<file path="src/common/tinker_macros.svh">
// Word, instruction, address, register, literal, memory size and reset PC macros
`ifndef TINKER_MACROS_SVH
`define TINKER_MACROS_SVH

`define TK_WORD_W    64             // Data word
`define TK_INSTR_W   32             // Instruction word
`define TK_ADDR_W    32             // Byte address
`define TK_REG_CNT   32             // Architectural registers
`define TK_LIT_W     12             // Instruction literal field

// Unified byte memory, code and data
`define TK_MEM_BYTES 65536

`define TK_RESET_PC  32'h0000_2000  // First fetch address

`endif

</file>
<file path="src/common/tinker_pkg.sv">
// Tinker word, address, opcode, kind and stage payload types
`include "tinker_macros.svh"

package tinker_pkg;

    typedef logic [`TK_WORD_W-1:0]          word_t;
    typedef logic [`TK_ADDR_W-1:0]          addr_t;
    typedef logic [$clog2(`TK_REG_CNT)-1:0] reg_idx_t;
    typedef logic [`TK_LIT_W-1:0]           lit_t;

    // Kept opcodes, encodings from the original ISA
    typedef enum logic [4:0] {
        op_and    = 5'h00,
        op_or     = 5'h01,
        op_xor    = 5'h02,
        op_not    = 5'h03,
        op_shftr  = 5'h04,
        op_shftri = 5'h05,
        op_shftl  = 5'h06,
        op_shftli = 5'h07,
        op_br     = 5'h08,
        op_brr_r  = 5'h09,
        op_brr_l  = 5'h0a,
        op_brnz   = 5'h0b,
        op_brgt   = 5'h0e,
        op_halt   = 5'h0f,
        op_load   = 5'h10,  // mov rd,(rs)(L)
        op_mov_rr = 5'h11,
        op_mov_rl = 5'h12,
        op_store  = 5'h13,  // mov (rd)(L),rs
        op_add    = 5'h18,
        op_addi   = 5'h19,
        op_sub    = 5'h1a,
        op_subi   = 5'h1b
    } opcode_t;

    typedef enum logic [1:0] {
        kind_alu,
        kind_load,
        kind_store,
        kind_other  // Branches, halt and no-ops
    } op_kind_t;

    typedef struct packed {
        addr_t                   pc;
        logic [`TK_INSTR_W-1:0]  instr;
    } fetch_pkt_t;

    typedef struct packed {
        addr_t     pc;
        opcode_t   opcode;
        op_kind_t  kind;
        reg_idx_t  rd;
        lit_t      lit;
        word_t     rd_val;
        word_t     rs_val;
        word_t     rt_val;
        logic      halt;
    } dec_pkt_t;

    typedef struct packed {
        addr_t     pc;
        reg_idx_t  rd;
        op_kind_t  kind;
        logic      writes_rd;
        word_t     result;
        addr_t     next_pc;
        addr_t     mem_addr;
        word_t     store_data;
        logic      halt;
    } exe_pkt_t;

    typedef struct packed {
        logic      valid;
        addr_t     pc;
        logic      writes_rd;
        reg_idx_t  rd;
        word_t     value;
    } retire_t;

    // Word write from the program loader
    typedef struct packed {
        logic                   valid;
        addr_t                  addr;
        logic [`TK_INSTR_W-1:0] data;
    } prog_wr_t;

endpackage

</file>
<file path="src/verilog/fetch_stage.sv">
// Fetch stage with the PC register, issue token and instruction fetch
`timescale 1ns/100ps
`include "tinker_macros.svh"

module fetch_stage (
    input  logic                   clk,
    input  logic                   reset,
    input  logic                   start,
    input  logic                   redirect_valid,
    input  tinker_pkg::addr_t      redirect_pc,
    output tinker_pkg::addr_t      fetch_addr,
    input  logic [`TK_INSTR_W-1:0] fetch_instr,
    output logic                   out_valid,
    input  logic                   out_ready,
    output tinker_pkg::fetch_pkt_t out_data
);
    import tinker_pkg::*;

    addr_t pc;
    logic  token;     // One instruction may be issued
    logic  started;
    logic  launch;    // First cycle of start

    assign launch    = start && !started;
    assign out_valid = token || launch;
    assign fetch_addr = pc;
    assign out_data  = '{pc: pc, instr: fetch_instr};

    always_ff @(posedge clk or posedge reset) begin
        if (reset) begin
            pc      <= `TK_RESET_PC;
            token   <= 1'b0;
            started <= 1'b0;
        end else begin
            if (launch)
                started <= 1'b1;
            if (redirect_valid) begin
                pc    <= redirect_pc;
                token <= 1'b1;
            end else if (out_valid && out_ready) begin
                token <= 1'b0;
            end else if (launch) begin
                token <= 1'b1;      // Launch stalled, keep offering it
            end
        end
    end

    // Commit only sends a PC back once the issued item has drained
    single_in_flight: assert property (@(posedge clk) disable iff (reset)
        redirect_valid |-> !token);

endmodule

</file>
<file path="config.mk">
export PLATFORM = sky130hd
export DESIGN_NAME = fetch_stage
export DESIGN_NICKNAME = d
export VERILOG_FILES = /design/src/common/tinker_pkg.sv /design/src/verilog/fetch_stage.sv
export VERILOG_INCLUDE_DIRS = /design/src /design/src/common
export SDC_FILE = /design/constraint.sdc
export NUM_CORES = 1
export LEC_CHECK = 0
export BUFFER_PORTS_ARGS = -buffer_cell sky130_fd_sc_hd__clkbuf_2
export CAP_MARGIN = 5
export CORE_ASPECT_RATIO = 2
export CORE_MARGIN = 10
export CORE_UTILIZATION = 41
export DETAILED_ROUTE_END_ITERATION = 6
export MAX_ROUTING_LAYER = met4
export PLACE_DENSITY_LB_ADDON = 0.25
export SLEW_MARGIN = 20
export SYNTH_ARGS = -nofsm -noshare
export SYNTH_HDL_FRONTEND = slang
export SYNTH_SLANG_ARGS = --single-unit
</file>
<file path="constraint.sdc">
create_clock -name clk -period 2.3 [get_ports clk]
set_input_delay 0.115 -clock clk [delete_from_list [all_inputs] [get_ports clk]]
set_output_delay 0.115 -clock clk [all_outputs]
set_load 0.03 [all_outputs]
</file>
After elaboration in Yosys (flattened, before gate mapping)

Cells that the tools add are included.

Bits of input ports: 69
Bits in registers: 34
Word-level logic and storage cells: 11
Output and inout port bits: 97

Multiplexer cells: 3
Reduce and logical (&&, ||, !) cells: 5

Operators with widths:

| kind              | count |
|---|---|
| $mux 1            | 3 |
| $reduce_bool 3->1 | 1 |
| $logic_and 1x1->1 | 2 |
| $logic_not 1->1   | 1 |
| $logic_or 1x1->1  | 1 |

Logic depth before layout (Yosys ltp)

Depth in word-level cells: 6
Mapped depth: 3
Depth with buffers taken out: 2

Least setup slack after synthesis

OpenSTA, ideal clock, no wires.

Kind: register -> output
From: register pc[13] (netlist: fetch_addr[13])
To: output port out_data[45] in the netlist's numbering
Required time: 2185 ps
Arrival time: 797 ps
Path slack: 1388 ps
Stages on the path, launching flop included: 2
Buffers on the path: 1
Path through: dfstp_2 > buf_4

RTL lines:

| what                   | RTL line          | text |
|---|---|---|
| from (decl)            | fetch_stage.sv:19 | `addr_t pc;` |
| from (signal assigned) | fetch_stage.sv:31 | `` pc <= `TK_RESET_PC; `` |
| from (signal assigned) | fetch_stage.sv:38 | `pc <= redirect_pc;` |
| to (decl)              | fetch_stage.sv:15 | `output tinker_pkg::fetch_pkt_t out_data` |

No word-level cell between the ends.

==> run summary <==
Layout Skew: 0.07647 ps
sequential power share: 0.424
vias per cell: 4.556
clk buf depth: 2
synthesis-stage register bit count: 34
most frequent cell after synthesis: buf_4
leading area contributor after synthesis: dfrtp_1
DRT Pass-1 Iters: 2
die area: 0.007968 sq mm
Comb pwr share: 0.312
Initial Util: 0.4203
crit path kind: input pin to async pin
pwr dens: 808.2 mW/mm^2
max_slew headroom: 0.5570
diode count: 0
RSZ-0062 raised after global routing: no
worst path cell trace: dlygate4sd3_1, clkbuf_2, inv_1, buf_4
crit-path max FO: 18
post-synthesis cell area: 0.001914 sq mm
Setup TNS Final: 0 ps
Crit path largest cell delay: 550 ps
Max VDD drop: 0.4978 mV
GRT overflow: 0
status: finished, final reports clean
Setup violations, final: 0
vias in the first global route: 1281
Clk pin slew, worst setup/hold paths: 70 ps
Synthesized Nets: 210
worst path buffer plus inverter count: 4
WP data arrival: 1620 ps
CP max stage cell: dlygate4sd3_1
initial DRC count: 19
global router's overall resource usage: 0.1154
CTS tree: yes
DRC Markers: 0
grt met1 use: 0.1196
Slew Limit Fails: 0
Area contributors post-synth: dfrtp_1, buf_4, mux2_4
IO buf count: 101
CTS Sinks: 34
first-pass GRT wire length: 6686 um
Largest delay share family, worst path: buffers and inverters
IO Count: 166
WP data required: 2760 ps
Setup crit start kind: input pin
Final Critical Period: 1161 ps
met3 global-route usage: 0.03939
Final Hold Fails: 0
initial antenna violation count: 0
share of cells above drive strength 1: 0.7796
register area share after synthesis: 0.4451
grt met2 use: 0.1829
min-delay worst type: input pin to flop
clock latency at the later pin of the worst-skew pair: 270 ps
post-layout power: 1.665 mW
CP Capture Type: async pin
row count: 35
Final Cycle Share: 0.5049
Core ar.: 0.004554 sq mm
HPWL Detailed: 3626 um
Synth-to-Final Area Change: 7.647%
die height: 116.6 um
top post-synthesis cells by count: buf_4, dfrtp_1, mux2_4
layout net count: 254
routability cong.: 0.7116
post-cts resize count: 0
Via Count: 1098
grt peak-use layer: met2
Netlist cell types: 12
P_sw: 585.5 uW
Yosys top cell area share: 0.4314
Yosys warnings: 0
Filler Cells Inserted: 460
number of CTS-inserted buffers: 5
H-tree depth: 2
Switching Fraction: 0.3515
routed length per instance: 18.39 um
Internal: 1.080 mW
FFs w/ async S/R, synth: 1.000
EDFF count, synth: 0
fmax: 0.8612 GHz
Detail Route Antenna Nets: 0
Avg Inst Size Synth: 13.58 sq um
Primary FF master, synth: dfrtp_1
Total Wirelength: 4432 um
width of the die: 68.32 um
Clk pwr share: 0.264
Worst-Margin Slew: 663.8 ps
Setup Buffers After CTS: 0
maximum number of pins on one net before global-route repair: 19
Mapped Cells: 141
static leakage: 1.163 nW
max capacitance violation total: 0
Root Buffer: clkbuf_8
## cell type report
class,instances,area (sq um),share of cell area
sequential,34,852.1,0.4135
timing repair buffer,105,538.0,0.2611
multi-input combinational,36,499.2,0.2423
clock buffer,7,86.33,0.04189
tap,55,68.82,0.03339
inverter,3,11.26,0.005464
clock inverter,1,5.005,0.002429
## registers in the layout, indices dropped and copies added, names as in the netlist
register / count
token: 1
started: 1
fetch_addr: 32
## cell families (layout without fill, tap and decap cells)
family / count (synthesis) / in the layout / share of synthesized area
simple gates: 2 / 2 / 0.007193
buf+inv: 71 / 116 / 0.2941
compound gates: 2 / 2 / 0.008499
mux: 32 / 32 / 0.2451
flops: 34 / 34 / 0.4451
## per-layer routing
layer	routed length, um	vias up
met5	0	-
met4	165	0
met3	416	27
met2	2356	82
met1	1493	511
li1	-	478
## layout by cell type (no fill, tap or decap)
cell and instances:
clkbuf_8 6, mux2_4 29, a21o_1 1, dlygate4sd3_1 1, inv_1 3, nor3b_1 1
or2_2 1, clkinv_2 1, clkbuf_2 101, dfstp_2 1, dfrtp_1 33, a211o_1 1
clkbuf_1 1, buf_4 3, mux2_2 3
## power groups by stage
stage	clock network, mW	registers (mW)	logic (mW)
3_3_place_gp	0	0.714	0.524
3_5_place_dp	0	0.717	0.528
2_1_floorplan	0	0.823	0.434
6_report	0.440	0.706	0.519
4_1_cts	0.466	0.708	0.530
5_1_grt	0.493	0.717	0.547
## path summary, 6_finish.rpt
| kind | start | endpoint | slack (ps) | cells after the start |
|---|---|---|---|---|
| min in group asynchronous | reset | fetch_addr[14] | 480 | 3 |
| worst max-delay path | reset | fetch_addr[23] | 1140 | 4 |
| worst min-delay path | redirect_pc[21] | fetch_addr[21] | 70 | 2 |
| max in group clk | fetch_addr[13] | fetch_addr[13] | 1160 | 1 |
| worst min register to register | started | started | 510 | 1 |
| worst max register to register | started | token | 1490 | 2 |
## stage by stage
stage	area, sq um	worst slack [ps]	utilization	hold slack, ps	std cells
after CTS	2061	1085	0.4525	59.83	241
after detailed placement	1959	1073	0.4302	230.2	232
after global routing	2061	970.0	0.4525	49.26	241
final	2061	1139	0.4525	67.18	241
after floorplan	1914	1388	-	227.1	141
after global placement	1959	1099	0.4302	221.4	232
## what timing repair did
item / in CTS / in global routing
hold endpoints to repair: 16 / 0
setup endpoints to repair: 0 / 0
hold buffers: 1 / 0
(Power assumes the default switching activity.)
