<file path="src/common/tinker_macros.svh">
// Word, instruction, address, register, literal, memory size and reset PC macros
`ifndef TINKER_MACROS_SVH
`define TINKER_MACROS_SVH

`define TK_WORD_W    64             // Data word
`define TK_INSTR_W   32             // Instruction word
`define TK_ADDR_W    32             // Byte address
`define TK_REG_CNT   32             // Architectural registers
`define TK_LIT_W     12             // Instruction literal field

// Unified byte memory, code and data
`define TK_MEM_BYTES 65536

`define TK_RESET_PC  32'h0000_2000  // First fetch address

`endif

</file>
<file path="src/common/tinker_pkg.sv">
// Tinker word, address, opcode, kind and stage payload types
`include "tinker_macros.svh"

package tinker_pkg;

    typedef logic [`TK_WORD_W-1:0]          word_t;
    typedef logic [`TK_ADDR_W-1:0]          addr_t;
    typedef logic [$clog2(`TK_REG_CNT)-1:0] reg_idx_t;
    typedef logic [`TK_LIT_W-1:0]           lit_t;

    // Kept opcodes, encodings from the original ISA
    typedef enum logic [4:0] {
        op_and    = 5'h00,
        op_or     = 5'h01,
        op_xor    = 5'h02,
        op_not    = 5'h03,
        op_shftr  = 5'h04,
        op_shftri = 5'h05,
        op_shftl  = 5'h06,
        op_shftli = 5'h07,
        op_br     = 5'h08,
        op_brr_r  = 5'h09,
        op_brr_l  = 5'h0a,
        op_brnz   = 5'h0b,
        op_brgt   = 5'h0e,
        op_halt   = 5'h0f,
        op_load   = 5'h10,  // mov rd,(rs)(L)
        op_mov_rr = 5'h11,
        op_mov_rl = 5'h12,
        op_store  = 5'h13,  // mov (rd)(L),rs
        op_add    = 5'h18,
        op_addi   = 5'h19,
        op_sub    = 5'h1a,
        op_subi   = 5'h1b
    } opcode_t;

    typedef enum logic [1:0] {
        kind_alu,
        kind_load,
        kind_store,
        kind_other  // Branches, halt and no-ops
    } op_kind_t;

    typedef struct packed {
        addr_t                   pc;
        logic [`TK_INSTR_W-1:0]  instr;
    } fetch_pkt_t;

    typedef struct packed {
        addr_t     pc;
        opcode_t   opcode;
        op_kind_t  kind;
        reg_idx_t  rd;
        lit_t      lit;
        word_t     rd_val;
        word_t     rs_val;
        word_t     rt_val;
        logic      halt;
    } dec_pkt_t;

    typedef struct packed {
        addr_t     pc;
        reg_idx_t  rd;
        op_kind_t  kind;
        logic      writes_rd;
        word_t     result;
        addr_t     next_pc;
        addr_t     mem_addr;
        word_t     store_data;
        logic      halt;
    } exe_pkt_t;

    typedef struct packed {
        logic      valid;
        addr_t     pc;
        logic      writes_rd;
        reg_idx_t  rd;
        word_t     value;
    } retire_t;

    // Word write from the program loader
    typedef struct packed {
        logic                   valid;
        addr_t                  addr;
        logic [`TK_INSTR_W-1:0] data;
    } prog_wr_t;

endpackage

</file>
<file path="src/verilog/commit_stage.sv">
// Commit stage with memory access, write-back, PC redirect, retire report and halt
`timescale 1ns/100ps

module commit_stage (
    input  logic                 clk,
    input  logic                 reset,
    input  logic                 in_valid,
    output logic                 in_ready,
    input  tinker_pkg::exe_pkt_t in_data,
    output tinker_pkg::addr_t    mem_addr,
    output logic                 mem_we,
    output tinker_pkg::word_t    mem_wdata,
    input  tinker_pkg::word_t    mem_rdata,
    output logic                 rf_we,
    output tinker_pkg::reg_idx_t rf_idx,
    output tinker_pkg::word_t    rf_data,
    output logic                 redirect_valid,
    output tinker_pkg::addr_t    redirect_pc,
    output tinker_pkg::retire_t  retire,
    output logic                 hlt
);
    import tinker_pkg::*;

    assign in_ready = 1'b1;   // Single cycle, never stalls

    assign mem_addr  = in_data.mem_addr;
    assign mem_we    = in_valid && (in_data.kind == kind_store);
    assign mem_wdata = in_data.store_data;

    assign rf_we   = in_valid && in_data.writes_rd;
    assign rf_idx  = in_data.rd;
    assign rf_data = (in_data.kind == kind_load) ? mem_rdata : in_data.result;

    // Halt gives no PC back, so fetch goes quiet
    assign redirect_valid = in_valid && !in_data.halt;
    assign redirect_pc    = in_data.next_pc;

    assign retire = '{
        valid:     in_valid,
        pc:        in_data.pc,
        writes_rd: in_data.writes_rd,
        rd:        in_data.rd,
        value:     rf_data
    };

    always_ff @(posedge clk or posedge reset) begin
        if (reset) begin
            hlt <= 1'b0;
        end else if (in_valid && in_data.halt) begin
            hlt <= 1'b1;
        end
    end

    // Nothing is left in the pipe once halted
    quiet_after_halt: assert property (@(posedge clk) disable iff (reset)
        hlt |-> !in_valid);

endmodule

</file>
<file path="config.mk">
export PLATFORM = sky130hd
export DESIGN_NAME = commit_stage
export DESIGN_NICKNAME = d
export VERILOG_FILES = /design/src/common/tinker_pkg.sv /design/src/verilog/commit_stage.sv
export VERILOG_INCLUDE_DIRS = /design/src /design/src/common
export SDC_FILE = /design/constraint.sdc
export NUM_CORES = 1
export LEC_CHECK = 0
export BUFFER_PORTS_ARGS = -buffer_cell sky130_fd_sc_hd__buf_4
export CAP_MARGIN = 40
export CORE_AREA = 2 2 233 235
export DETAILED_ROUTE_END_ITERATION = 6
export DIE_AREA = 0 0 235 237
export PLACE_DENSITY = 0.32
export SYNTH_ARGS = -nofsm -noshare
export SYNTH_HDL_FRONTEND = slang
export SYNTH_SLANG_ARGS = --single-unit
</file>
<file path="constraint.sdc">
create_clock -name clk -period 1 [get_ports clk]
set_clock_uncertainty 0.1 [all_clocks]
set_input_delay 0.05 -clock clk [delete_from_list [all_inputs] [get_ports clk]]
set_output_delay 0.05 -clock clk [all_outputs]
set_load 0.01 [all_outputs]
</file>
=== Word-level counts from Yosys, hierarchy flattened ===
Cells that the tools add are included.

* Equal/unequal tests: 2
* Mux-type cells: 1
* Reductions and logical operators: 5

{| class="wikitable"
|+ Operators with widths
! operator !! number
|-
| 2-to-1 mux 64 bit || 1
|-
| logical AND 1 bit || 4
|-
| equality test 2 x 1 -> 1 bit (second input constant) || 1
|-
| equality test 2 bit (second input constant) || 1
|-
| zero test 1 bit || 1
|}

* Register bits after elaboration: 1
* Output and inout port bits: 305
* Word-level logic and storage cells: 9

=== Longest topological paths before layout ===
* Word-level depth: 2
* Depth in mapped cells: 5

=== Worst setup path after synthesis ===
OpenSTA, ideal clock, no wires.

* Path type: input to output
* From: input in_data[194] (netlist bit)
* To: output rf_data[0]
* Arrival time: 0.945 ns
* Path slack: -0.095 ns
* Stages: 5
* Buffers on the path: 3
* Cell sequence: nor2b_4 -> buf_12 -> buf_12 -> mux2_4 -> buf_4

{| class="wikitable"
|+ RTL lines
! what !! line !! text
|-
| from (decl) || commit_stage.sv:9 || <nowiki>input tinker_pkg::exe_pkt_t in_data,</nowiki>
|-
| to (decl) || commit_stage.sv:16 || <nowiki>output tinker_pkg::word_t rf_data,</nowiki>
|}

==> flow_metrics.env <==
export IMPL_cp_slowest_cell="mux2_4"
export IMPL_finalCriticalPeriod_ns=1.268
export IMPL_cpPeakStageDelay_ns=0.33
export IMPL_finalWorstSetupSlack_ns=-0.2681
export IMPL_nFillCells=6176
export IMPL_gr_total_overflow=0
export IMPL_initial_core_util_pct=5.516
export IMPL_routed_wl_um=19650
export IMPL_power_density_mw_per_mm2=514.0
export IMPL_post_place_cells=1047
export IMPL_regMostFlops="hlt"
export IMPL_yosysUniqueCellTypes=13
export IMPL_drv_cap=0
export IMPL_grt_start_max_net_pins=27
export IMPL_vias=2206
export IMPL_drtAntennaViolNets=0
export IMPL_syn_area_mm2=0.002939
export IMPL_rr_startpoint="hlt"
export IMPL_drc=0
export IMPL_timing_final_hold_violations=0
export IMPL_p_int_mw=1.414
export IMPL_multi_input_area_mm2=0.001006
export IMPL_grt_pass1_vias=2328
export IMPL_whs_endpoint="mem_wdata[16]"
export IMPL_p_sw_share_pct=38.09
export IMPL_syn_nets=617
export IMPL_placed_area_mm2=0.004040
export IMPL_drt_first_pass_iters=4
export IMPL_slew_violations=0
export IMPL_drive_gt1_share_pct=97.45
export IMPL_status="finished with violations"
export IMPL_seqPwrFrac_pct=1.8
export IMPL_setup_tns_ns=-29.80
export IMPL_vias_per_cell=2.103
export IMPL_fp_dieH_um=237
export IMPL_final_area_mm2=0.004444
export IMPL_die_width_um=235
export IMPL_antenna_found_initial=0
export IMPL_clkPwrFrac_pct=0
export IMPL_avgRoutedWirePerCell_um=18.73
export IMPL_synth_area_leader_cell="buf_4"
export IMPL_cp_max_fo=12
export IMPL_yosys_register_bits=1
export IMPL_largest_reg_flops=1
export IMPL_ir_drop_mv=0.1048
export IMPL_clk_latency_ns=0
export IMPL_syn_inst=317
export IMPL_hp_start="in_data[17]"
export IMPL_dp_slack_ns=-0.3226
export IMPL_combPwrFrac_pct=98.2
export IMPL_rows=85
export IMPL_reg2reg_setup_slack_ns=0.24
export IMPL_fmax_mhz=788.6
export IMPL_nets=655
export IMPL_synth_area_leaders="buf_4 61%, mux2_4 31%, buf_12 4.8%"
export IMPL_cp_start_kind="primary input"
export IMPL_synth_avg_cell_area_um2=9.272
export IMPL_r2r_end="hlt"
export IMPL_synth_seq_area_share_pct=0.8514
export IMPL_cp_arrival_ns=1.12
export IMPL_core_mm2=0.05328
export IMPL_hold_path_depth=0
export IMPL_reg2regPathDepth=1
export IMPL_diodes=0
export IMPL_finalCritPeriodShare_pct=126.8
export IMPL_die_area_mm2=0.05570
export IMPL_p_leak_nw=2.006
export IMPL_top_regs="hlt x1"
export IMPL_rsz0062_at_grt="yes"
export IMPL_fin_cells=1049
export IMPL_hpwl_um=18030
export IMPL_synth_warnings=0
export IMPL_hold_slack_ns=0.000003927
export IMPL_path_cells="buf_6, nor2b_4, buf_12, buf_12, mux2_4, buf_6"
export IMPL_crit_type="primary input to output port"
export IMPL_place_congestion=0.7407
export IMPL_grt_first_pass_wirelength_um=23640
export IMPL_violations="setup timing"
export IMPL_cp_required_ns=0.85
export IMPL_setup_violations=128
export IMPL_synth_top_cell_area_share_pct=60.54
export IMPL_switching_power_mw=0.8702
export IMPL_critPathCaptureType="output port"
export IMPL_io_buffers=268
export IMPL_worst_hold_path_type="primary input to output port"
export IMPL_ios=605
export IMPL_register_area_um2=25.02
export IMPL_grt_use_total_pct=6.324
export IMPL_drt_initial_drc_count=50
export IMPL_syn_to_final_growth_pct=51.21
critical path, delay by kind of cell:
kind	cells	cell delay, ns
buffers and inverters	4	0.53
muxes	1	0.33
and+or+nand+nor	1	0.19
metal layers:
metal / part of all wire [%] / up-vias / wire, µm / global-route usage, %
li1: - / 842 / - / -
met1: 21 / 923 / 4094 / 3.883
met2: 57 / 345 / 11140 / 13.26
met3: 17 / 94 / 3395 / 4.313
met4: 4.8 / 2 / 940 / 2.512
met5: 0.42 / - / 83 / 1.039
layout make-up:
class | instances | share of cell area (%)
repair buffers | 280 | 57.12
multi-input cells | 71 | 22.64
well taps | 696 | 19.59
flip-flops and latches | 1 | 0.5631
inverters | 1 | 0.08446
cells by family after synthesis:
| kind of cell | count (synthesis) | share of synthesized area, % |
|---|---|---|
| other | 1 | 0.1276 |
| AOI/OAI and AO/OA | 1 | 0.2555 |
| buffers and inverters | 245 | 65.43 |
| DFF | 1 | 0.8513 |
| muxes | 64 | 32.18 |
| and+or+nand+nor | 5 | 1.149 |
worst max-delay path by stage:
stage	slack, ns	start	end
final	-0.27	in_data[194]	retire[32]
after global routing	-0.31	in_data[194]	retire[32]
after CTS	-0.31	in_data[194]	retire[32]
after detailed placement	-0.32	in_data[194]	retire[32]
after global placement	-0.33	in_data[194]	rf_data[63]
after floorplan	-0.08	in_data[194]	rf_data[0]
per-stage QoR:
stage | power, mW | utilization [%]
floorplan | 1.924 | -
global placement | 2.084 | 7.582
detailed placement | 2.073 | 7.582
CTS | 2.270 | 8.137
global route | 2.400 | 8.341
finish | 2.285 | 8.341
layout by cell type, fill, tap and decap left out:
cell / count
nor2_1: 1
inv_1: 1
buf_6: 99
buf_12: 5
nor2b_1: 1
mux2_4: 64
nor2b_4: 1
dlygate4sd3_1: 1
buf_4: 175
a21o_1: 1
conb_1: 1
nand2_1: 1
and2_1: 1
dfrtp_1: 1
synth_stat cells, drive strengths merged:
library cell  count
conb              1
inv               1
nor2b             2
nand2             1
buf             244
mux2             64
and2              1
a21o              1
dfrtp             1
nor2              1
timing repair:
action                                  CTS  global route
hold buffers                              1             0
endpoints found under the setup margin  128           128
cloned                                    0             0
resized for setup                        76            27
buffers inserted                          0             1
endpoints found under the hold margin     1             0
power by group through the flow:
stage	Sequential (mW)	Combinational, mW	Clock (mW)
4_1_cts	0.0412	2.23	0
3_3_place_gp	0.0412	2.04	0
6_report	0.0412	2.24	0
3_5_place_dp	0.0412	2.03	0
5_1_grt	0.0412	2.36	0
2_1_floorplan	0.0412	1.88	0
Power figures use the tool's default switching activity.
