### src/common/tinker_macros.svh
// Word, instruction, address, register, literal, memory size and reset PC macros
`ifndef TINKER_MACROS_SVH
`define TINKER_MACROS_SVH

`define TK_WORD_W    64             // Data word
`define TK_INSTR_W   32             // Instruction word
`define TK_ADDR_W    32             // Byte address
`define TK_REG_CNT   32             // Architectural registers
`define TK_LIT_W     12             // Instruction literal field

// Unified byte memory, code and data
`define TK_MEM_BYTES 65536

`define TK_RESET_PC  32'h0000_2000  // First fetch address

`endif

### src/common/tinker_pkg.sv
// Tinker word, address, opcode, kind and stage payload types
`include "tinker_macros.svh"

package tinker_pkg;

    typedef logic [`TK_WORD_W-1:0]          word_t;
    typedef logic [`TK_ADDR_W-1:0]          addr_t;
    typedef logic [$clog2(`TK_REG_CNT)-1:0] reg_idx_t;
    typedef logic [`TK_LIT_W-1:0]           lit_t;

    // Kept opcodes, encodings from the original ISA
    typedef enum logic [4:0] {
        op_and    = 5'h00,
        op_or     = 5'h01,
        op_xor    = 5'h02,
        op_not    = 5'h03,
        op_shftr  = 5'h04,
        op_shftri = 5'h05,
        op_shftl  = 5'h06,
        op_shftli = 5'h07,
        op_br     = 5'h08,
        op_brr_r  = 5'h09,
        op_brr_l  = 5'h0a,
        op_brnz   = 5'h0b,
        op_brgt   = 5'h0e,
        op_halt   = 5'h0f,
        op_load   = 5'h10,  // mov rd,(rs)(L)
        op_mov_rr = 5'h11,
        op_mov_rl = 5'h12,
        op_store  = 5'h13,  // mov (rd)(L),rs
        op_add    = 5'h18,
        op_addi   = 5'h19,
        op_sub    = 5'h1a,
        op_subi   = 5'h1b
    } opcode_t;

    typedef enum logic [1:0] {
        kind_alu,
        kind_load,
        kind_store,
        kind_other  // Branches, halt and no-ops
    } op_kind_t;

    typedef struct packed {
        addr_t                   pc;
        logic [`TK_INSTR_W-1:0]  instr;
    } fetch_pkt_t;

    typedef struct packed {
        addr_t     pc;
        opcode_t   opcode;
        op_kind_t  kind;
        reg_idx_t  rd;
        lit_t      lit;
        word_t     rd_val;
        word_t     rs_val;
        word_t     rt_val;
        logic      halt;
    } dec_pkt_t;

    typedef struct packed {
        addr_t     pc;
        reg_idx_t  rd;
        op_kind_t  kind;
        logic      writes_rd;
        word_t     result;
        addr_t     next_pc;
        addr_t     mem_addr;
        word_t     store_data;
        logic      halt;
    } exe_pkt_t;

    typedef struct packed {
        logic      valid;
        addr_t     pc;
        logic      writes_rd;
        reg_idx_t  rd;
        word_t     value;
    } retire_t;

    // Word write from the program loader
    typedef struct packed {
        logic                   valid;
        addr_t                  addr;
        logic [`TK_INSTR_W-1:0] data;
    } prog_wr_t;

endpackage

### src/verilog/reg_file.sv
// Register file, 32 x 64 bits, three combinational reads and one write
`timescale 1ns/100ps
`include "tinker_macros.svh"

module reg_file (
    input  logic                 clk,
    input  logic                 reset,
    input  tinker_pkg::reg_idx_t rd_idx,
    input  tinker_pkg::reg_idx_t rs_idx,
    input  tinker_pkg::reg_idx_t rt_idx,
    output tinker_pkg::word_t    rd_val,
    output tinker_pkg::word_t    rs_val,
    output tinker_pkg::word_t    rt_val,
    input  logic                 we,
    input  tinker_pkg::reg_idx_t wr_idx,
    input  tinker_pkg::word_t    wr_data
);
    import tinker_pkg::*;

    word_t regs [`TK_REG_CNT];

    always_ff @(posedge clk or posedge reset) begin
        if (reset) begin
            for (int i = 0; i < `TK_REG_CNT; i++)
                regs[i] <= '0;   // No stack pointer preset
        end else if (we) begin
            regs[wr_idx] <= wr_data;
        end
    end

    assign rd_val = regs[rd_idx];
    assign rs_val = regs[rs_idx];
    assign rt_val = regs[rt_idx];

endmodule

### config.mk
export PLATFORM = sky130hd
export DESIGN_NAME = reg_file
export DESIGN_NICKNAME = d
export VERILOG_FILES = /design/src/common/tinker_pkg.sv /design/src/verilog/reg_file.sv
export VERILOG_INCLUDE_DIRS = /design/src /design/src/common
export SDC_FILE = /design/constraint.sdc
export NUM_CORES = 2
export LEC_CHECK = 0
export BUFFER_PORTS_ARGS = -buffer_cell sky130_fd_sc_hd__buf_2
export CAP_MARGIN = 25
export CORE_ASPECT_RATIO = 2
export CORE_UTILIZATION = 40
export DETAILED_ROUTE_END_ITERATION = 8
export MAX_ROUTING_LAYER = met4
export PLACE_DENSITY = 0.55
export RECOVER_POWER = 25
export SYNTH_ARGS = -nofsm -noshare
export SYNTH_HDL_FRONTEND = slang
export SYNTH_SLANG_ARGS = --single-unit
### constraint.sdc
create_clock -name clk -period 106 [get_ports clk]
set_input_delay 5.3 -clock clk [delete_from_list [all_inputs] [get_ports clk]]
set_output_delay 5.3 -clock clk [all_outputs]
set_load 0.005 [all_outputs]
## Word-level counts from Yosys, hierarchy flattened

Cells that the tools add are included.

| word-level totals | value |
|---|---|
| bits in registers | 2048 |
| bits of input ports | 87 |
| output and inout port bits | 192 |

| operators by class | value |
|---|---|
| magnitude comparators | 5 |
| muxes and demuxes | 12 |
| bitwise gates (word level) | 4 |
| reductions and logical operators | 1 |

Operators with widths:

| cell | number |
|---|---|
| $bwmux W2048 | 1 |
| $bmux W64 S5 | 3 |
| $mux W64 | 7 |
| $demux W64 S5 | 1 |
| $ge A6 B6 Y1 const B | 4 |
| $not A5 Y6 | 4 |
| $lt A6 B1 Y1 const B | 1 |
| $logic_and A1 B1 Y1 | 1 |

## Longest topological paths before layout

| logic depth | value |
|---|---|
| depth in word-level cells | 6 |
| gate-level depth with buffers | 9 |

## Worst setup path before layout

OpenSTA, ideal clock, no wires.

| timing | value |
|---|---|
| path kind | input-to-output |
| start | input rt_idx[0] |
| end | output rt_val[21] |
| arrival time | 6.840 ns |
| data required time | 100.700 ns |
| path slack | 93.860 ns |
| stages on the path | 6 |
| buffers on the path | 3 |
| cells stage by stage | buf_2 buf_2 buf_2 mux4_2 a22oi_1 nand4_1 |

| on the way | value |
|---|---|
| longest elaborated chain between the ends | 4 |

RTL lines:

| item | line | text |
|---|---|---|
| start: declaration | reg_file.sv:10 | `input tinker_pkg::reg_idx_t rt_idx,` |
| $not A5 Y6 (implied by the code) | reg_file.sv:33 | `assign rt_val = regs[rt_idx];` |
| $bmux W64 S5 | reg_file.sv:33 |  |
| $mux W64 (implied by the code) (2 in series) | reg_file.sv:33 |  |
| end: declaration | reg_file.sv:13 | `output tinker_pkg::word_t rt_val,` |

No other way between the ends. The select of a mux whose other input is x is not followed.

## Final worst setup path

| timing | value |
|---|---|
| start | input rs_idx[2] |
| end | output rs_val[23] |

| on the way | value |
|---|---|
| longest elaborated chain between the ends | 4 |

RTL lines:

| item | line | text |
|---|---|---|
| start: declaration | reg_file.sv:9 | `input tinker_pkg::reg_idx_t rs_idx,` |
| $not A5 Y6 (implied by the code) | reg_file.sv:32 | `assign rs_val = regs[rs_idx];` |
| $bmux W64 S5 | reg_file.sv:32 |  |
| $mux W64 (implied by the code) (2 in series) | reg_file.sv:32 |  |
| end: declaration | reg_file.sv:12 | `output tinker_pkg::word_t rs_val,` |

No other way between the ends. The select of a mux whose other input is x is not followed.

==> flow_metrics.env <==
export IMPL_fin_tns_setup_ps=0
export IMPL_cts_repair_resized=0
export IMPL_nNetsFinal=9165
export IMPL_cts_root_buf="clkbuf_16"
export IMPL_largest_reg_flops=2048
export IMPL_path_clk_slew_ps=70
export IMPL_reg2reg_slack_ps=105100
export IMPL_grt_overflow=0
export IMPL_final_cells=13400
export IMPL_maxCapViolations=33
export IMPL_arrival_ps=10390
export IMPL_synth_ff_latch_count=2048
export IMPL_tightest_slew_ps=10350
export IMPL_dp_cells=13000
export IMPL_dr_pass1_iters=6
export IMPL_crit_path_cell_trace="buf_8 -> buf_4 -> buf_12 -> buf_4 -> buf_4 -> mux2_2 -> o22ai_1 -> o21a_1 -> nor3_1 -> buf_2"
export IMPL_skew_ps=0
export IMPL_top_regs="regs: 2048 flops"
export IMPL_drt_iter0_drc=13600
export IMPL_grt_pass1_wl_um=835000
export IMPL_antenna_found_initial=106
export IMPL_p_sw_share_pct=32.8
export IMPL_finalCriticalPeriod_ps=15690
export IMPL_synth_top_cell_area_share_pct=41.0
export IMPL_yosysWarnings=0
export IMPL_synth_cell_types=55
export IMPL_grt_use_total_pct=39.5
export IMPL_min_period_over_period_pct=14.8
export IMPL_hold_class="register to register"
export IMPL_setup_viol=0
export IMPL_clock_path_buffers=4
export IMPL_p_leak_nw=59.2
export IMPL_die_h_um=793
export IMPL_slew_headroom_pct=-590
export IMPL_synth_fp_nets=9373
export IMPL_synth_edff_count=0
export IMPL_slew_viol_final=1132
export IMPL_crit_top_cell="buf_4"
export IMPL_yosys_area_top_type="dfrtp_1"
export IMPL_p_seq_share_pct=44.4
export IMPL_gp_congestion=0.975
export IMPL_synth_flop_cell="dfrtp_1"
export IMPL_synth_area_um2=125000
export IMPL_wl_per_cell_um=45.8
export IMPL_ys_top_cells_by_area="dfrtp_1 41%, mux2_2 17%, mux4_2 16%, mux2i_1 11%, a22oi_1 5.4%"
export IMPL_crit_fanout=77
export IMPL_hold_buffers=0
export IMPL_cts_tree="done"
export IMPL_cp_top_family="buffers and inverters"
export IMPL_cp_slowest_cell="buf_4"
export IMPL_dieArea_um2=315000
export IMPL_crit_path_start_kind="input pin"
export IMPL_cp_required_ps=100700
export IMPL_grt_pass1_vias=98100
export IMPL_n_fill_cell=28500
export IMPL_rows=290
export IMPL_path_class="input pin to output port"
export IMPL_clock_fmax_ghz=0.0637
export IMPL_drtAntennaViolNets=0
export IMPL_cts_setup_buffers=0
export IMPL_coreArea_um2=311000
export IMPL_status="finished, violations left"
export IMPL_io_pins=279
export IMPL_p_int_mw=1.67
export IMPL_end_kind="output port"
export IMPL_p_total_mw=2.49
export IMPL_syn_inst=9286
export IMPL_yosysSeqAreaShare_pct=41.0
export IMPL_syn_area_per_cell_um2=13.5
export IMPL_totalWireLength_um=614000
export IMPL_numCtsBuffers=197
export IMPL_max_stage_delay_ps=810
export IMPL_async_flop_share_pct=100
export IMPL_io_buffers=278
export IMPL_drive_gt1_share_pct=41.2
export IMPL_vias_per_cell=7.34
export IMPL_grt_max_degree=127
export IMPL_vdd_drop_max_mv=0.0149
export IMPL_clk_latency_ps=920
export IMPL_p_per_area_nw_per_um2=18.2
export IMPL_clkSinkCount=2048
export IMPL_finalHoldViolations=0
export IMPL_areaGrowthSynthToFinish_pct=9.34
export IMPL_p_switching_mw=0.816
export IMPL_top_register="regs"
export IMPL_p_clk_share_pct=30.3
export IMPL_power_frac_comb_pct=25.3
export IMPL_detailed_place_hpwl_um=373000
export IMPL_path_buf_inv=6
export IMPL_cts_htree_levels=4
export IMPL_vias=98300
export IMPL_rsz0062_at_grt="false"
export IMPL_die_width_um=397
export IMPL_violations="max-capacitance violations, max-slew violations"
export IMPL_route_detailed_drc=0
export IMPL_initial_core_util_pct=40.2
-- cell type report --
| type | count | area (um^2) | area share [%] |
|---|---|---|---|
| clock inverters | 72 | 826 | 0.604 |
| well taps | 4088 | 5110 | 3.74 |
| clock buffers | 270 | 5680 | 4.15 |
| multi-input cells | 6224 | 69400 | 50.7 |
| inverters | 4 | 16.3 | 0.0119 |
| diodes | 87 | 218 | 0.159 |
| repair buffers | 603 | 4270 | 3.12 |
| flip-flops and latches | 2048 | 51200 | 37.5 |
-- final timing paths --
path                                       start                endpoint  cells past startpoint
hold reg to reg            regs[113]$_DFFE_PP0P_   regs[113]$_DFFE_PP0P_                      1
max in group asynchronous                  reset  regs[1157]$_DFFE_PP0P_                      8
hold / removal             regs[113]$_DFFE_PP0P_   regs[113]$_DFFE_PP0P_                      1
setup reg to reg           regs[383]$_DFFE_PP0P_   regs[383]$_DFFE_PP0P_                      1
setup / recovery                       rs_idx[2]              rs_val[23]                     10
min in group asynchronous                  reset   regs[921]$_DFFE_PP0P_                      2
-- routing by layer --
metal / part of all wire (%) / up-vias / track usage, %
li1: - / 36100 / -
met1: 34 / 52500 / 44.5
met2: 45 / 7101 / 58.0
met3: 10 / 2581 / 10.1
met4: 11 / 0 / 34.9
met5: 0 / - / -
-- kinds of logic after synthesis --
group                  count (synthesis)  share of synthesized area [%]
AOI/OAI and AO/OA                   1122                           6.56
buffers and inverters               1014                           3.89
and+or+nand+nor                      850                           3.71
DFF                                 2048                           41.0
muxes                               4252                           44.9
-- synthesized netlist by cell type, types with 25 or more instances --
cell,number
and2_1,25
nand3_1,318
a22oi_1,894
mux2_1,143
a31oi_1,33
buf_2,484
mux2i_1,1318
buf_4,76
clkbuf_1,396
nand4_1,169
nor2_1,47
dfrtp_1,2048
nand2_1,138
mux2_2,1913
nor2b_1,56
mux4_2,878
a21oi_1,104
buf_1,30
a22o_1,29
-- power by group through the flow --
stage               registers, mW  clock network (mW)  logic [mW]
floorplan                    1.05                   0       0.446
global placement             1.10                   0       0.606
detailed placement           1.11                   0       0.619
CTS                          1.10               0.759       0.621
global route                 1.12               0.783       0.658
finish                       1.11               0.754       0.630
-- stage by stage --
step / utilization [%] / hold slack (ps) / instance area [um^2] / worst slack [ps]
finish: 43.9 / 539 / 137000 / 90310
global route: 43.9 / 554 / 137000 / 90300
CTS: 43.9 / 531 / 137000 / 90430
detailed placement: 41.8 / 516 / 130000 / 90460
global placement: 41.7 / 500 / 130000 / 90410
floorplan: - / 487 / 125000 / 42850
-- layout by cell type, fill, tap and decap left out, types with 143 or more instances in the layout --
cell	instances
a22oi_1	894
buf_2	263
buf_4	276
clkbuf_16	199
dfrtp_1	2048
mux2_1	143
mux2_2	1913
mux2i_1	1318
mux4_2	878
nand3_1	319
nand4_1	169
Power figures use the tool's default switching activity.
