==> src/common/tinker_macros.svh <==
// Word, instruction, address, register, literal, memory size and reset PC macros
`ifndef TINKER_MACROS_SVH
`define TINKER_MACROS_SVH

`define TK_WORD_W    64             // Data word
`define TK_INSTR_W   32             // Instruction word
`define TK_ADDR_W    32             // Byte address
`define TK_REG_CNT   32             // Architectural registers
`define TK_LIT_W     12             // Instruction literal field

// Unified byte memory, code and data
`define TK_MEM_BYTES 65536

`define TK_RESET_PC  32'h0000_2000  // First fetch address

`endif

==> src/common/tinker_pkg.sv <==
// Tinker word, address, opcode, kind and stage payload types
`include "tinker_macros.svh"

package tinker_pkg;

    typedef logic [`TK_WORD_W-1:0]          word_t;
    typedef logic [`TK_ADDR_W-1:0]          addr_t;
    typedef logic [$clog2(`TK_REG_CNT)-1:0] reg_idx_t;
    typedef logic [`TK_LIT_W-1:0]           lit_t;

    // Kept opcodes, encodings from the original ISA
    typedef enum logic [4:0] {
        op_and    = 5'h00,
        op_or     = 5'h01,
        op_xor    = 5'h02,
        op_not    = 5'h03,
        op_shftr  = 5'h04,
        op_shftri = 5'h05,
        op_shftl  = 5'h06,
        op_shftli = 5'h07,
        op_br     = 5'h08,
        op_brr_r  = 5'h09,
        op_brr_l  = 5'h0a,
        op_brnz   = 5'h0b,
        op_brgt   = 5'h0e,
        op_halt   = 5'h0f,
        op_load   = 5'h10,  // mov rd,(rs)(L)
        op_mov_rr = 5'h11,
        op_mov_rl = 5'h12,
        op_store  = 5'h13,  // mov (rd)(L),rs
        op_add    = 5'h18,
        op_addi   = 5'h19,
        op_sub    = 5'h1a,
        op_subi   = 5'h1b
    } opcode_t;

    typedef enum logic [1:0] {
        kind_alu,
        kind_load,
        kind_store,
        kind_other  // Branches, halt and no-ops
    } op_kind_t;

    typedef struct packed {
        addr_t                   pc;
        logic [`TK_INSTR_W-1:0]  instr;
    } fetch_pkt_t;

    typedef struct packed {
        addr_t     pc;
        opcode_t   opcode;
        op_kind_t  kind;
        reg_idx_t  rd;
        lit_t      lit;
        word_t     rd_val;
        word_t     rs_val;
        word_t     rt_val;
        logic      halt;
    } dec_pkt_t;

    typedef struct packed {
        addr_t     pc;
        reg_idx_t  rd;
        op_kind_t  kind;
        logic      writes_rd;
        word_t     result;
        addr_t     next_pc;
        addr_t     mem_addr;
        word_t     store_data;
        logic      halt;
    } exe_pkt_t;

    typedef struct packed {
        logic      valid;
        addr_t     pc;
        logic      writes_rd;
        reg_idx_t  rd;
        word_t     value;
    } retire_t;

    // Word write from the program loader
    typedef struct packed {
        logic                   valid;
        addr_t                  addr;
        logic [`TK_INSTR_W-1:0] data;
    } prog_wr_t;

endpackage

==> src/verilog/stage_reg.sv <==
// One-entry valid/ready pipeline register with a type-parameterized payload
`timescale 1ns/100ps

module stage_reg #(
    parameter type payload_t = tinker_pkg::fetch_pkt_t
) (
    input  logic     clk,
    input  logic     reset,
    input  logic     in_valid,
    output logic     in_ready,
    input  payload_t in_data,
    output logic     out_valid,
    input  logic     out_ready,
    output payload_t out_data
);

    // Free slot, or the held item leaves this cycle
    assign in_ready = !out_valid || out_ready;

    always_ff @(posedge clk or posedge reset) begin
        if (reset) begin
            out_valid <= 1'b0;
        end else if (in_ready) begin
            out_valid <= in_valid;
        end
    end

    always_ff @(posedge clk) begin
        if (in_valid && in_ready) begin
            out_data <= in_data;
        end
    end

    // Upstream keeps its offer steady while this slot is full
    hold_while_stalled: assert property (@(posedge clk) disable iff (reset)
        (in_valid && !in_ready) |=> (in_valid && $stable(in_data)));

endmodule

==> config.mk <==
export PLATFORM = sky130hd
export DESIGN_NAME = stage_reg
export DESIGN_NICKNAME = d
export VERILOG_FILES = /design/src/common/tinker_pkg.sv /design/src/verilog/stage_reg.sv
export VERILOG_INCLUDE_DIRS = /design/src /design/src/common
export SDC_FILE = /design/constraint.sdc
export NUM_CORES = 1
export LEC_CHECK = 0
export BUFFER_PORTS_ARGS = -buffer_cell sky130_fd_sc_hd__buf_2
export CAP_MARGIN = 30
export CORE_UTILIZATION = 36
export DETAILED_ROUTE_END_ITERATION = 10
export PLACE_DENSITY = 0.74
export SLEW_MARGIN = 15
export SYNTH_ARGS = -nofsm -noshare
export SYNTH_HDL_FRONTEND = slang
export SYNTH_SLANG_ARGS = --single-unit
==> constraint.sdc <==
create_clock -name clk -period 1.4 [get_ports clk]
set_input_delay 0.28 -clock clk [delete_from_list [all_inputs] [get_ports clk]]
set_output_delay 0.28 -clock clk [all_outputs]
set_load 0.005 [all_outputs]
### Yosys cells after proc, flatten, opt, wreduce, memory -nomap -nowiden

Index checks and enable logic that the tools add are counted.

| word-level totals | value |
|---|---|
| input port bits | 68 |
| logic and storage cells | 6 |
| output and inout bits | 66 |
| register bits after elaboration | 65 |

| cells by class | value |
|---|---|
| reduce and logical (&&, ||, !) cells | 3 |

Operators by type and width:

| kind | count |
|---|---|
| 1-bit logical AND | 1 |
| 1-bit logical NOT | 1 |
| 1-bit logical OR | 1 |

### Longest topological paths before layout

Gate-level depths: netlist of the first run.

| logic depth | value |
|---|---|
| word-level depth | 3 |
| mapped depth | 2 |
| depth with buffers taken out | 2 |

### Worst setup path before layout of the first run

No wires, ideal clock.

| timing | value |
|---|---|
| kind | register to register |
| from | register out_valid |
| to | register out_data[0] (netlist bit) (enable) |
| required time | 1.023 ns |
| data arrival time | 1.035 ns |
| clock period less this slack | 1.411 ns |
| setup slack | -0.011 ns |
| setup time | 0.377 ns |
| stages on the path, launching flop included | 3 |
| path buffers | 0 |
| path through | dfrtp_1 > nand2b_4 > and2_4 |

| on the way | value |
|---|---|
| word-level cells in the longest chain between the ends | 3 |

Ends and longest elaborated chain:

| what | line | RTL |
|---|---|---|
| start: declaration | stage_reg.sv:12 | `output logic out_valid,` |
| start signal: assignment | stage_reg.sv:24 | `out_valid <= in_valid;` |
| 1-bit logical NOT | stage_reg.sv:18 | `assign in_ready = !out_valid \|\| out_ready;` |
| 1-bit logical OR | stage_reg.sv:18 |  |
| named net in_ready | stage_reg.sv:10 | `output logic in_ready,` |
| 1-bit logical AND | stage_reg.sv:29 | `if (in_valid && in_ready) begin` |
| end signal: assignment | stage_reg.sv:30 | `out_data <= in_data;` |
| end: declaration | stage_reg.sv:14 | `output payload_t out_data` |

The timed path passes the listed nets, and every way through them passes these cells.
A chain may end at the register's enable or synchronous reset.

### Worst setup path after layout of the first run

| timing | value |
|---|---|
| from | register out_valid |
| to | register out_data[47] (netlist bit) (enable) |

| on the way | value |
|---|---|
| word-level cells in the longest chain between the ends | 3 |

Ends and longest elaborated chain:

| what | line |
|---|---|
| 1-bit logical NOT | stage_reg.sv:18 |
| 1-bit logical OR | stage_reg.sv:18 |
| 1-bit logical AND | stage_reg.sv:29 |

No other way between the ends.

==> results of run 1 <==
per-layer routing:
| metal | global-route usage (%) | part of all wire (%) | vias up |
|---|---|---|---|
| met4 | 9.231 | 1.3 | 0 |
| met2 | 25.73 | 52 | 80 |
| met1 | 12.98 | 33 | 547 |
| met3 | 8.623 | 13 | 6 |
| met5 | 0 | 0 | - |
| li1 | - | - | 568 |
worst paths after layout:
| check | endpoint | slack, ps | cells after the start |
|---|---|---|---|
| hold / removal | out_data[14]$_DFFE_PP_ | 120 | 1 |
| setup reg to reg | out_data[47]$_DFFE_PP_ | 180 | 3 |
| setup / recovery | out_data[47]$_DFFE_PP_ | 180 | 3 |
| max in group asynchronous | out_valid$_DFFE_PP0P_ | 950 | 3 |
| min in group asynchronous | out_valid$_DFFE_PP0P_ | 370 | 3 |
| hold reg to reg | out_valid$_DFFE_PP0P_ | 540 | 2 |
sequential cells by signal, summed over array words and instances, names as in the netlist:
| register | cells |
|---|---|
| out_data | 64 |
| out_valid | 1 |
placed cells by master, fill, tap and decap left out:
cell type | netlist | routed
dlygate4sd3_1 | 0 | 1
buf_12 | 0 | 2
nand2b_4 | 1 | 1
inv_1 | 1 | 1
nand2b_1 | 1 | 1
clkbuf_8 | 0 | 9
buf_2 | 0 | 133
clkbuf_1 | 0 | 1
edfxtp_1 | 64 | 64
clkinv_1 | 0 | 2
clkinv_2 | 0 | 2
bufinv_16 | 0 | 1
dfrtp_1 | 1 | 1
and2_4 | 1 | 1
Yosys cell counts:
cell / number / area [µm²]
nand2b_4: 1 / 13.76
and2_4: 1 / 8.760
edfxtp_1: 64 / 1922
inv_1: 1 / 3.750
dfrtp_1: 1 / 25.02
nand2b_1: 1 / 6.260
cell families after synthesis:
kind of cell,Yosys count
flops,65
buf+inv,1
simple gates,3
worst max-delay path: cells and delay by family, from the launching register on:
family	cells	cell delay, ps
DFF	1	400
buffers and inverters	1	210
and+or+nand+nor	2	290
final cells by class:
cell class | count | area [µm²] | share of cell area [%]
clock buffers | 10 | 127.6 | 4.315
clock inverters | 5 | 47.55 | 1.607
inverters | 1 | 3.754 | 0.1269
multi-input cells | 3 | 28.78 | 0.9729
flip-flops and latches | 65 | 1947 | 65.82
well taps | 70 | 87.58 | 2.961
repair buffers | 136 | 715.7 | 24.20
through the flow:
stage	total power [µW]	hold slack (ps)	util, %	instance area [µm²]
2_1_floorplan	2394	8.714	-	1979
3_3_place_gp	2604	115.4	53.27	2773
3_5_place_dp	2616	114.5	53.27	2773
4_1_cts	4037	105.3	56.83	2958
5_1_grt	4142	102.0	56.83	2958
6_report	3980	122.8	56.83	2958
power groups by stage:
stage               clock [µW]  combinational, µW  sequential (µW)
floorplan                    0               42.4             2350
global placement             0                275             2330
detailed placement           0                283             2330
CTS                       1460                286             2290
global route              1530                307             2300
finish                    1410                280             2290
==> results.yml, run 1 <==
critical_path:
  cp-end-kind: "register"
  r2r-start: "out_valid$_DFFE_PP0P_"
  slowest_stage: "dfrtp_1"
  critical_path_class: "register to register"
  crit_path_start: "out_valid$_DFFE_PP0P_"
  crit_arrival_ps: 1240
  crit_path_max_fanout: 30
  required_ps: 1420
  start_kind: "register"
  cpPeakStageDelay_ps: 400
  crit_chain: "nand2b_4, and2_4, buf_12"
drt:
  dr.pass1.iters: 4
  drt_iter0_markers: 40
  vias_per_cell: 4.141
  num_vias: 1201
  routedWlPerCell_um: 13.94
  drc_errors: 0
  drtAntennaViolNets: 0
  wirelength_um: 4044
sta:
  finalSetupTns_ps: 0
  slew_viol_final: 0
  finalHoldViolCount: 0
  fin_ws_ps: 177.6
  rsz0062_at_grt: "no"
  maxSlewHeadroom_pct: 89.08
  period_needed_ps: 1222
  worst_clock_skew_ps: 6.158
  tightest_slew_ps: 163.8
  fin_crit_sh_pct: 87.31
  fmax_mhz: 818.1
  setup_viol: 0
pwr:
  swShare_pct: 19.30
  ir_worst_vdd_v: 0.0008555
  power.switching_uw: 768.4
  p_int_uw: 3212
  p_comb_share_pct: 7.0
  seq_power_share_pct: 57.6
  p_leak_uw: 0.001277
  pwr-share-clk_pct: 35.4
  p_per_area_nw_per_um2: 1346
yosys:
  synth_top_family_by_area: "simple AND/OR/NAND/NOR gates"
  synth_compound_area_share_pct: 0
  yosys_warnings: 0
  synth_fa_ha_area_share_pct: 0
  ys_types: 6
  synth_area_um2: 1979
  synth_nets: 137
  ys_seq_area_share_pct: 98.36
  synthSimpleGateAreaFrac_pct: 1.454
  synth_cells: 69
  ys_seq_elements: 65
  syn_avg_cell_area_um2: 28.69
  synth-xor-area-share_pct: 0
  synthMuxAreaShare_pct: 0
floorplan:
  ios: 134
  die_x_um: 76.15
  die_height_um: 76.15
  rows: 26
  initial_core_util_pct: 38.03
  core_area_um2: 5205
  dieArea_um2: 5799
global_route:
  grt_util_all_layers_pct: 14.83
  grt_pass1_vias: 1322
  antenna_found_initial: 0
  gr-total-overflow: 0
  grt_pass1_wl_um: 6030
  grt_max_degree: 31
outcome:
  outcome: "finished, final reports clean"
min_path:
  hold_class: "input port to register"
  hp-start: "in_data[14]"
final_layout:
  drive_gt1_share_pct: 67.73
  finalNetCount: 284
  stdcell_count: 290
  fillers: 451
  syn2layout_area_growth_pct: 49.43
  antenna_cells: 0
placed_design:
  hpwlAfterDp_um: 3062
  gp_congestion: 0.6786
  dp.cells: 274
  io_buffers: 133
  preCtsSetupSlack_ps: 182.2
clock_tree:
  clock-root-buffer: "clkbuf_8"
  clock_sinks: 65
  cts_made_buffers: 9
  post-cts-setup-buffer-count: 0
  ctsHoldBuffers: 1
  clk_pin_slew_ps: 70
  cts_htree_levels: 3
  clk_latency_ps: 330
  cts.repair.resized: 0
  clockBufferDepth: 2
  cts_tree: "done"
flow_run:
  drv_cap: 0
Power figures use the tool's default switching activity.
==> run 2, diff against run 1 <==
Settings changed: PLACE_DENSITY 0.74 to 0.8.
==> run 2 against run 1 <==
  * Via count up 1.4%
  * Final cell count up 1.4%
  * Worst hold slack better by 3.2 ps
  * Clock-buffer cell count up 2
  * Fmax up 2.9%
  * Clock skew up 1.8 ps
  * Final area up 1.2%
  * First-iteration DRC count up 2.5%
  * Routed wire length down 8.6%
  * Critical path depth down 1
  * Critical path type is now register to output pin
  * Critical endpoint is now in_ready
==> results.yml, run 2 (synthesis gave the netlist of run 1 again) <==
pwr:
  p_per_area_nw_per_um2: 1394
  ir_worst_vdd_v: 0.0007176
  p_leak_uw: 0.001286
critical_path:
  crit_path_max_fanout: 3
  crit_arrival_ps: 910
  r2r-start: "out_valid$_DFFE_PP0P_"
  cpPeakStageDelay_ps: 400
  slowest_stage: "dfrtp_1"
  cp-end-kind: "output pin"
  worstRegToRegCells: 3
  critical_path_class: "register to output pin"
  crit_chain: "nand2b_4, buf_2"
  reg2reg_slack_ps: 250
  crit_path_start: "out_valid$_DFFE_PP0P_"
  start_kind: "register"
  r2r-end: "out_data[12]$_DFFE_PP_"
  required_ps: 1120
floorplan:
  dieArea_um2: 5799
  initial_core_util_pct: 38.03
  core_area_um2: 5205
  die_x_um: 76.15
  rows: 26
  ios: 134
  die_height_um: 76.15
drt:
  wl_met1_um: 1363
  drtAntennaViolNets: 0
  drt_iter0_markers: 41
  drc_errors: 0
  top_layer: "met5"
  wl_met3_um: 489
  wl_met2_um: 1721
  vias_per_cell: 4.143
  num_vias: 1218
  routedWlPerCell_um: 12.58
  wirelength_um: 3698
  dr.pass1.iters: 4
final_layout:
  syn2layout_area_growth_pct: 51.20
  drive_gt1_share_pct: 66.97
  finalNetCount: 284
  largest_reg_flops: 64
  top_register: "out_data"
  fin_util_pct: 57.50
  register_area_um2: 1947
  final_common_cell: "buf_2"
  reg.largest.list: "out_data: 64 flops, out_valid: 1 flops"
  multi_input_area_um2: 28.78
  final_cell_mix: "buf_2, edfxtp_1, clkbuf_8"
  fillers: 423
sta:
  slew_viol_final: 0
  fin_crit_sh_pct: 84.82
  finalHoldViolCount: 0
  maxSlewHeadroom_pct: 88.72
  rsz0062_at_grt: "no"
  worst_clock_skew_ps: 7.953
  fin_ws_ps: 212.6
  fmax_mhz: 842.2
  setup_viol: 0
  tightest_slew_ps: 169.1
  period_needed_ps: 1187
  finalSetupTns_ps: 0
  hold_slack_ps: 126.0
flow_run:
  drv_cap: 0
clock_tree:
  clockBufferDepth: 2
  cts_made_buffers: 9
  cts.repair.resized: 0
  post-cts-setup-buffer-count: 0
  clock_sinks: 65
  clk_pin_slew_ps: 70
  ctsHoldBuffers: 1
  clock-root-buffer: "clkbuf_8"
  clk_latency_ps: 320
  cts_tree: "done"
  cts_htree_levels: 3
outcome:
  outcome: "finished, final reports clean"
global_route:
  grt_max_degree: 33
  grt_pass1_wl_um: 5457
  grt_util_all_layers_pct: 13.45
  gr-total-overflow: 0
  antenna_found_initial: 4
  grt_pass1_vias: 1144
placed_design:
  hpwlAfterDp_um: 2802
  gp_congestion: 0.6500
  preCtsSetupSlack_ps: 243.2
  io_buffers: 133
min_path:
  hold_class: "input port to register"
  hold_depth: 1
  worstHoldEndpoint: "out_data[36]$_DFFE_PP_"
  hp-start: "in_data[36]"
==> run 2: metrics by stage <==
| stage | total power, µW | instance area (µm²) | instances |
|---|---|---|---|
| 2_1_floorplan | 2394 | 1979 | 69 |
| 3_3_place_gp | 2603 | 2773 | 274 |
| 3_5_place_dp | 2612 | 2773 | 274 |
| 4_1_cts | 4222 | 2985 | 291 |
| 5_1_grt | 4333 | 2985 | 291 |
| 6_report | 4171 | 2993 | 294 |
==> run 2: metal layers <==
metal  GRT usage [%]  vias up
li1                -      575
met1           14.34      541
met2           19.55       83
met3           8.144       15
met4           9.808        4
met5               0        -
==> run 2: power breakdown <==
part	internal, µW	switching, µW
registers	2270	24.4
logic	151	124
clock network	993	611
==> run 2: layout make-up <==
type	count	area share [%]
Multi-Input combinational cell	3	0.9615
Tap cell	70	2.926
Inverter	1	0.1254
Clock buffer	12	4.515
Clock inverter	4	2.258
Antenna cell	3	0.2508
Sequential cell	65	65.05
Timing Repair Buffer	136	23.91
==> run 2: worst max-delay path by stage <==
| stage | end | slack (ps) | depth (start not counted) |
|---|---|---|---|
| 2_1_floorplan | out_data[0]$_DFFE_PP_ | -8 | 2 |
| 3_5_place_dp | out_data[29]$_DFFE_PP_ | 240 | 3 |
| 6_report | in_ready | 210 | 2 |
| 5_1_grt | in_ready | 160 | 2 |
| 4_1_cts | in_ready | 190 | 2 |
| 3_3_place_gp | out_data[45]$_DFFE_PP_ | 250 | 4 |
==> run 2: worst max-delay path, delay by kind of cell (launching register included) <==
family | cells | cell delay, ps
buffers and inverters | 1 | 110
DFF | 1 | 400
and+or+nand+nor | 1 | 80
